$ cat src/ooo_defs.svh
/*
 * shared sizing macros for the commit subsystem
 * word width, completion buffer depth and index width
 */
`ifndef OOO_DEFS_SVH
`define OOO_DEFS_SVH

// data and address width
`define OOO_WORD_W 32

// completion buffer entries
`define OOO_CB_DEPTH 8

// index into the completion buffer, log2 of depth
`define OOO_CB_IDX_W 3

// architectural register index
`define OOO_REG_W 5

`endif

$ cat src/ooo_types_pkg.sv
/*
 * types shared by write-back, completion buffer and testbench
 * functional unit results, buffer write port, predictor update, retire
 */
`include "ooo_defs.svh"

package ooo_types_pkg;

  typedef logic [`OOO_WORD_W-1:0]   word_t;
  typedef logic [`OOO_CB_IDX_W-1:0] cb_idx_t;
  typedef logic [`OOO_REG_W-1:0]    reg_idx_t;

  // exception cause carried to retire
  typedef enum logic [2:0] {
    CAUSE_NONE      = 3'd0,
    CAUSE_MAL_INSN  = 3'd1,  // jump/branch target not word aligned
    CAUSE_MAL_LOAD  = 3'd2,
    CAUSE_MAL_STORE = 3'd3,
    CAUSE_FAULT     = 3'd4   // unit raised its own exception
  } cause_t;

  // mul, div and load/store result
  typedef struct packed {
    logic     valid;      // one cycle strobe
    cb_idx_t  idx;
    reg_idx_t rd;
    logic     wen;
    word_t    data;
    word_t    pc;
    logic     exception;
  } fu_result_t;

  // alu result, adds branch and jump resolution
  typedef struct packed {
    logic     valid;
    cb_idx_t  idx;
    reg_idx_t rd;
    logic     wen;
    word_t    data;
    word_t    pc;
    logic     exception;
    logic     branch;
    logic     jump;
    logic     prediction; // predicted taken
    logic     taken;      // resolved taken
    word_t    br_target;  // resolved next pc of the branch
    word_t    j_target;
  } alu_result_t;

  // one completion buffer write port
  typedef struct packed {
    logic     valid;
    cb_idx_t  idx;
    reg_idx_t rd;
    logic     wen;
    word_t    data;      // result, redirect target or faulting pc
    logic     redirect;
    logic     exception;
    cause_t   cause;
  } cb_write_t;

  typedef struct packed {
    logic  valid;
    logic  prediction;
    logic  taken;
    word_t target;
  } pred_update_t;

  // entry leaving the head of the buffer
  typedef struct packed {
    logic     valid;
    reg_idx_t rd;
    logic     wen;
    word_t    data;
    logic     redirect;
    logic     exception;
    cause_t   cause;
    word_t    epc;       // pc captured at allocation
  } retire_t;

endpackage

$ cat src/ooo_writeback_stage.sv
/*
 * write-back classification, purely combinational
 * alu: mispredict detect, misaligned target check, predictor update
 * mul/div/ls: exception handling and load/store misalign causes
 * drives one completion buffer write per unit
 */
`timescale 1ns/1ps

module ooo_writeback_stage import ooo_types_pkg::*; (
  input  alu_result_t  alu_res,
  input  fu_result_t   mul_res,
  input  fu_result_t   div_res,
  input  fu_result_t   ls_res,
  input  logic         ls_load,      // 1 = load, 0 = store
  input  logic         ls_mal_addr,  // effective address misaligned
  output cb_write_t    cb_alu,
  output cb_write_t    cb_mul,
  output cb_write_t    cb_div,
  output cb_write_t    cb_ls,
  output pred_update_t pred_update
);

  logic mispredict;
  logic mal_jump;
  logic mal_branch;
  logic mal_insn;
  logic alu_exc;

  // common path for the non-alu units
  // mal only ever set for the load/store port
  function automatic cb_write_t fu_to_cb(input fu_result_t r, input logic mal,
                                         input logic load);
    cb_write_t w;
    logic      exc;
    exc         = r.exception | mal;
    w.valid     = r.valid;
    w.idx       = r.idx;
    w.rd        = r.rd;
    w.wen       = r.wen & ~exc;             // faulting op leaves rd alone
    w.data      = exc ? r.pc : r.data;       // pc kept for the handler
    w.redirect  = 1'b0;
    w.exception = exc;
    if (mal) begin
      w.cause = load ? CAUSE_MAL_LOAD : CAUSE_MAL_STORE;
    end else if (r.exception) begin
      w.cause = CAUSE_FAULT;
    end else begin
      w.cause = CAUSE_NONE;
    end
    return w;
  endfunction

  // alu branch/jump resolution
  assign mispredict = alu_res.branch & (alu_res.prediction ^ alu_res.taken);
  assign mal_jump   = alu_res.jump & (alu_res.j_target[1:0] != 2'b00);
  assign mal_branch = alu_res.branch & (alu_res.br_target[1:0] != 2'b00);
  assign mal_insn   = mal_jump | mal_branch;
  assign alu_exc    = alu_res.exception | mal_insn;

  always_comb begin
    cb_alu.valid = alu_res.valid;
    cb_alu.idx   = alu_res.idx;
    cb_alu.rd    = alu_res.rd;
    // branches and jumps never write rd
    cb_alu.wen   = alu_res.wen & ~(alu_exc | alu_res.branch | alu_res.jump);

    // priority: mispredict target, jump target, faulting pc, result
    if (mispredict) begin
      cb_alu.data = alu_res.br_target;
    end else if (alu_res.jump) begin
      cb_alu.data = alu_res.j_target;
    end else if (alu_exc) begin
      cb_alu.data = alu_res.pc;
    end else begin
      cb_alu.data = alu_res.data;
    end

    cb_alu.redirect  = (alu_res.jump | mispredict) & ~alu_exc; // exception wins
    cb_alu.exception = alu_exc;

    if (mal_insn) begin
      cb_alu.cause = CAUSE_MAL_INSN;
    end else if (alu_res.exception) begin
      cb_alu.cause = CAUSE_FAULT;
    end else begin
      cb_alu.cause = CAUSE_NONE;
    end
  end

  assign cb_mul = fu_to_cb(mul_res, 1'b0, 1'b0);
  assign cb_div = fu_to_cb(div_res, 1'b0, 1'b0);
  assign cb_ls  = fu_to_cb(ls_res, ls_mal_addr, ls_load);

  // predictor update in the same cycle as the branch strobe
  assign pred_update.valid      = alu_res.valid & alu_res.branch;
  assign pred_update.prediction = alu_res.prediction;
  assign pred_update.taken      = alu_res.taken;
  assign pred_update.target     = alu_res.br_target;

endmodule

$ cat src/completion_buffer.sv
/*
 * reorder buffer: allocate in order, complete out of order,
 * retire one entry per cycle from the head
 * redirect or exception at retire flushes all younger entries
 */
`timescale 1ns/1ps
`include "ooo_defs.svh"

module completion_buffer import ooo_types_pkg::*; (
  input  logic      CLK,
  input  logic      nRST,
  input  logic      alloc,      // dispatch strobe
  input  word_t     alloc_pc,
  output cb_idx_t   alloc_idx,  // next free entry
  output logic      full,
  input  cb_write_t cb_alu,
  input  cb_write_t cb_mul,
  input  cb_write_t cb_div,
  input  cb_write_t cb_ls,
  output retire_t   retire
);

  localparam int N_PORTS = 4;
  localparam int CNT_W   = `OOO_CB_IDX_W + 1;

  // what a result writes into its entry
  typedef struct packed {
    reg_idx_t rd;
    logic     wen;
    word_t    data;
    logic     redirect;
    logic     exception;
    cause_t   cause;
  } cb_payload_t;

  cb_idx_t                  head;
  cb_idx_t                  tail;
  logic [CNT_W-1:0]         count;
  logic [`OOO_CB_DEPTH-1:0] valid_q;  // allocated, not yet retired
  logic [`OOO_CB_DEPTH-1:0] ready_q;  // result arrived

  word_t       pc_mem  [`OOO_CB_DEPTH];
  cb_payload_t payload [`OOO_CB_DEPTH];

  cb_write_t   wr [N_PORTS];
  cb_payload_t head_ent;
  logic        alloc_ok;
  logic        retire_go;
  logic        flush;

  assign wr[0] = cb_alu;
  assign wr[1] = cb_mul;
  assign wr[2] = cb_div;
  assign wr[3] = cb_ls;

  assign full      = (count == CNT_W'(`OOO_CB_DEPTH));
  assign alloc_idx = tail;
  assign alloc_ok  = alloc & ~full;  // alloc while full is dropped

  assign head_ent  = payload[head];
  assign retire_go = valid_q[head] & ready_q[head];
  assign flush     = retire_go & (head_ent.redirect | head_ent.exception);

  // pointers, count and entry state
  always_ff @(posedge CLK, negedge nRST) begin
    if (!nRST) begin
      head    <= '0;
      tail    <= '0;
      count   <= '0;
      valid_q <= '0;
      ready_q <= '0;
    end else if (flush) begin
      // empty everything, same-cycle alloc is lost
      head    <= '0;
      tail    <= '0;
      count   <= '0;
      valid_q <= '0;
      ready_q <= '0;
    end else begin
      if (alloc_ok) begin
        valid_q[tail] <= 1'b1;
        ready_q[tail] <= 1'b0;
        tail          <= tail + 1'b1; // wraps at depth
      end
      for (int p = 0; p < N_PORTS; p++) begin
        if (wr[p].valid && valid_q[wr[p].idx]) begin
          ready_q[wr[p].idx] <= 1'b1;  // stale index of a flushed entry ignored
        end
      end
      if (retire_go) begin
        valid_q[head] <= 1'b0;
        ready_q[head] <= 1'b0;
        head          <= head + 1'b1;
      end
      count <= count + CNT_W'(alloc_ok) - CNT_W'(retire_go);
    end
  end

  // entry storage
  always_ff @(posedge CLK) begin
    if (alloc_ok) begin
      pc_mem[tail] <= alloc_pc;
    end
    for (int p = 0; p < N_PORTS; p++) begin
      if (wr[p].valid && valid_q[wr[p].idx]) begin
        payload[wr[p].idx].rd        <= wr[p].rd;
        payload[wr[p].idx].wen       <= wr[p].wen;
        payload[wr[p].idx].data      <= wr[p].data;
        payload[wr[p].idx].redirect  <= wr[p].redirect;
        payload[wr[p].idx].exception <= wr[p].exception;
        payload[wr[p].idx].cause     <= wr[p].cause;
      end
    end
  end

  // registered retire port, one cycle behind the head check
  always_ff @(posedge CLK, negedge nRST) begin
    if (!nRST) begin
      retire <= '0;
    end else begin
      retire.valid     <= retire_go;
      retire.rd        <= head_ent.rd;
      retire.wen       <= head_ent.wen;
      retire.data      <= head_ent.data;   // target on redirect
      retire.redirect  <= head_ent.redirect;
      retire.exception <= head_ent.exception;
      retire.cause     <= head_ent.cause;
      retire.epc       <= pc_mem[head];    // allocated pc
    end
  end

endmodule

$ cat src/ooo_commit_top.sv
/*
 * commit end of the out-of-order core
 * write-back classification feeding the completion buffer
 */
`timescale 1ns/1ps

module ooo_commit_top import ooo_types_pkg::*; (
  input  logic         CLK,
  input  logic         nRST,
  // dispatch side
  input  logic         alloc,
  input  word_t        alloc_pc,
  output cb_idx_t      alloc_idx,
  output logic         full,        // dispatch must hold off
  // functional unit results
  input  alu_result_t  alu_res,
  input  fu_result_t   mul_res,
  input  fu_result_t   div_res,
  input  fu_result_t   ls_res,
  input  logic         ls_load,
  input  logic         ls_mal_addr,
  // to predictor and front end / regfile
  output pred_update_t pred_update,
  output retire_t      retire
);

  cb_write_t cb_alu;
  cb_write_t cb_mul;
  cb_write_t cb_div;
  cb_write_t cb_ls;

  ooo_writeback_stage i_writeback (
    .alu_res     (alu_res),
    .mul_res     (mul_res),
    .div_res     (div_res),
    .ls_res      (ls_res),
    .ls_load     (ls_load),
    .ls_mal_addr (ls_mal_addr),
    .cb_alu      (cb_alu),
    .cb_mul      (cb_mul),
    .cb_div      (cb_div),
    .cb_ls       (cb_ls),
    .pred_update (pred_update)
  );

  completion_buffer i_completion_buffer (
    .CLK       (CLK),
    .nRST      (nRST),
    .alloc     (alloc),
    .alloc_pc  (alloc_pc),
    .alloc_idx (alloc_idx),
    .full      (full),
    .cb_alu    (cb_alu),
    .cb_mul    (cb_mul),
    .cb_div    (cb_div),
    .cb_ls     (cb_ls),
    .retire    (retire)
  );

endmodule

$ cat config.mk
export PLATFORM = sky130hd
export DESIGN_NAME = ooo_commit_top
export DESIGN_NICKNAME = d
export VERILOG_FILES = /design/src/ooo_types_pkg.sv /design/src/ooo_writeback_stage.sv /design/src/completion_buffer.sv /design/src/ooo_commit_top.sv
export VERILOG_INCLUDE_DIRS = /design/src
export SDC_FILE = /design/constraint.sdc
export NUM_CORES = 2
export LEC_CHECK = 0
export ABC_AREA = 0
export BUFFER_PORTS_ARGS = -buffer_cell sky130_fd_sc_hd__clkbuf_2
export CAP_MARGIN = 10
export CORE_MARGIN = 1.5
export CORE_UTILIZATION = 30
export DETAILED_ROUTE_END_ITERATION = 10
export GPL_TIMING_DRIVEN = 1
export PLACE_DENSITY = 0.44
export RECOVER_POWER = 50
export SLEW_MARGIN = 10
export SYNTH_ARGS = -nofsm -noshare
export SYNTH_HDL_FRONTEND = slang
export SYNTH_SLANG_ARGS = --single-unit
$ cat constraint.sdc
create_clock -name CLK -period 5 [get_ports CLK]
set_input_delay 0.25 -clock CLK [delete_from_list [all_inputs] [get_ports CLK]]
set_output_delay 0.25 -clock CLK [all_outputs]
set_load 0.02 [all_outputs]
==> impl_results.md <==
* Post-CTS sizing at 0
* Vias in the first global route at 31900
* Crit path max-delay cell type: clkbuf_1
* Hold crit path type: in -> reg
* Combinational family with the most area after synthesis: compound AO/OA/AOI/OAI gates
* # DRC at 0
* Initial DRT Pass Iterations at 10
* Drt wl/cell at 36.9 um
* Final Skew at 0.0234 ns
* Top cells by area, synth: edfxtp_1 (50%), a221oi_1 (12%), dfrtp_1 (7.2%)
* Setup Buffers After CTS at 0
* Asr flop ratio synth at 14.5%
* Worst-Margin Slew at 3.35 ns
* Via count at 31500
* Initial DRC count at 4537
* Number of port buffers at 519
* Grt total ovfl at 0
* Crit start category: flip-flop
* RePlAce Congestion at 0.910
* Row count at 126
* H-tree Lvls at 3
* Critical Path RT at 5.26 ns
* Setup tns final at 0 ns
* Yosys warns at 0
* CTS buffer count at 85
* Final ANT Viol Nets at 0
* Syn-to-layout area delta at 19.8%
* Post-synthesis compound-gate area fraction at 25.8%
* DPL Wire Length at 104 mm
* Post-synth cell types at 77
* Drt total wl at 177 mm
* Mux cell area share after synthesis at 4.45%
* Post-Synth XOR/XNOR Area at 0.123%
* Gate count of the mapped netlist at 2788
* CP startpoint: i_completion_buffer.valid_q[5]$_DFF_PN0_
* Via-to-Cell Ratio at 6.58
* Status: finished with violations
* Nets@finish at 3582
* Core footprint at 0.118 sq mm
* Synth Net Count at 3201
* Leak at 0.0141 uW
* First-pass GRT wire length at 245 mm
* Slew Viols, Final at 594
* Cell Area, Synth at 0.0355 sq mm
* Critical path class: reg -> reg
* CTS tree: done
* Post-synth top flop: edfxtp_1
* Fmax achieved at 0.231 GHz
* FF-to-FF Start: i_completion_buffer.valid_q[5]$_DFF_PN0_
* Synth area leader: edfxtp_1
* CTS Buffer Depth at 3
* I/O pins at 520
* Die Footprint at 0.120 sq mm
* Most common cell after layout, fill and taps aside: edfxtp_1
* Crit share post-route at 86.5%
* Yosys top cell area share at 50.1%
* Register area share after synthesis at 57.7%
* Synthesized flop and latch total at 702
* Effective utilization at floorplan at 30.2%
* Slew Limit Headroom at -123%
* EDFF count, synth at 592
* Max FO, Critical Path at 36
* Crit path time final at 4.33 ns
* Share of cells above drive strength 1 at 22.9%
* Worst reg2reg path endpoint: i_completion_buffer.payload[5][15]$_DFFE_PP_
* Family with the most delay on the worst path: buffers and inverters
* Final Setup Violations at 0
* CP cell instances: nand2_1, nor3_1, clkbuf_1, a222oi_1
* Final hold vios at 0
* CTS clk-pin slew, worst paths at 0.06 ns
* Worst r2r path cells at 4
* Max-Cap Viols at 18
* Worst skew pair latency at 0.66 ns
* Worst Path Buf+Inv at 1
* RSZ-0062 raised after global routing: no
* Die W at 347 um
* Fraction of the mapped netlist area in adder cells at 0.303%
* Die Height at 347 um
* Initial antenna violation count at 22
* Worst Hold End: i_completion_buffer.payload[3][42]$_DFFE_PP_
* Worst Hold Depth at 3
* Most frequent cells in the layout: edfxtp_1 (592), a221oi_1 (481), clkbuf_2 (378)
* CP arrival at 4.59 ns
* Fraction of the mapped netlist area in simple logic gates at 6.91%
* Critical Path Sink Type: flip-flop
* Flop2flop setup slack at 0.67 ns
* Clock root cell: clkbuf_16
* CP max stage delay at 2.40 ns
* Tot GR Track Use at 28.4%
* Pwr dens at 475 mW/mm^2
* Failing checks: max-capacitance violations, max-slew violations
* Largest net degree at the start of global routing at 75
* Clock sink count at 702
* Avg Inst Size Synth at 12.7 sq um
* Origin of the worst min-delay path: div_res[70]
* Worst vdd ir at 0.458 mV
* Worst hold margin at 0.0766 ns
registers in the layout, summed over array words and instances, names as in the netlist:
signal	count
i_completion_buffer.retire	76
i_completion_buffer.valid_q	8
i_completion_buffer.pc_mem	256
i_completion_buffer.head	3
i_completion_buffer.alloc_idx	3
i_completion_buffer.payload	344
i_completion_buffer.count	4
i_completion_buffer.ready_q	8
synthesized netlist by cell type (18+ instances only):
master	instances
nand4_1	83
o21a_1	20
edfxtp_1	592
buf_2	37
nor3_1	45
clkbuf_1	229
nand3_1	99
nor2_1	100
mux2i_1	74
o31ai_4	29
dfrtp_1	102
a22oi_1	293
o21ai_0	27
a221oi_1	480
buf_4	47
a222oi_1	43
nand2_1	42
a21oi_1	69
buf_1	24
nand2b_1	18
mux2_2	64
o22ai_1	73
per-stage QoR:
step	util [%]	instance area (sq um)	total power, uW	setup WS (ns)	cells
global route	36.1	42500	20900	0.795	4781
CTS	36.4	42800	20400	1.66	4778
global placement	33.7	39600	13900	1.55	4585
finish	36.1	42500	20200	0.675	4790
floorplan	-	35500	11200	0.955	2788
detailed placement	33.7	39600	13900	1.51	4585
tightest hold or removal path, stage by stage:
cell      delay [ns]
clkbuf_2        0.19
o22ai_1         0.09
nor2_1          0.08
repair_timing:
action                                  4_1_cts  5_1_grt
hold endpoints to repair                    318        0
endpoints found under the setup margin        0        0
hold buffers                                 33        0
report_power, final:
group	total (uW)	internal [uW]	leakage, uW	switching, uW
registers	8020	7510	0.00677	509
logic	5690	1620	0.00593	4070
clock network	6490	3900	0.00144	2590
total	20200	13000	0.0141	7160
logic make-up (layout without fill, tap and decap cells):
kind of cell	Yosys count	in the layout
buffers and inverters	366	820
muxes	143	143
adders and majority gates	8	8
AOI/OAI and AO/OA	1099	1099
DFF	702	702
other	0	12
xor gates and xnor gates	5	5
and+or+nand+nor	465	465
final cells by class:
cell class	count	area [sq um]
Antenna cell	12	30.0
Clock buffer	123	2510
Clock inverter	37	412
Fill cell	11500	75100
Inverter	16	60.1
Multi-Input combinational cell	1720	13600
Sequential cell	702	20500
Tap cell	1536	1920
Timing Repair Buffer	644	3510
how the worst max path moves through the flow:
stage / to / slack, ns / cells after the start
2_1_floorplan: i_completion_buffer.pc_mem[0][0]$_DFFE_PP_ / 0.96 / 8
3_3_place_gp: i_completion_buffer.payload[2][21]$_DFFE_PP_ / 1.55 / 7
3_5_place_dp: i_completion_buffer.payload[2][20]$_DFFE_PP_ / 1.51 / 7
4_1_cts: i_completion_buffer.payload[2][21]$_DFFE_PP_ / 1.66 / 6
5_1_grt: i_completion_buffer.payload[5][15]$_DFFE_PP_ / 0.79 / 4
6_report: i_completion_buffer.payload[5][15]$_DFFE_PP_ / 0.67 / 4
per-layer routing:
metal / global-route usage, % / vias to the layer above / part of all wire (%)
li1: - / 12700 / -
met1: 35.4 / 15700 / 38
met2: 45.6 / 2517 / 46
met3: 6.83 / 570 / 11
met4: 14.3 / 20 / 5.5
met5: 0 / - / 0.065
No activity file was read; power rests on OpenSTA's default activity.
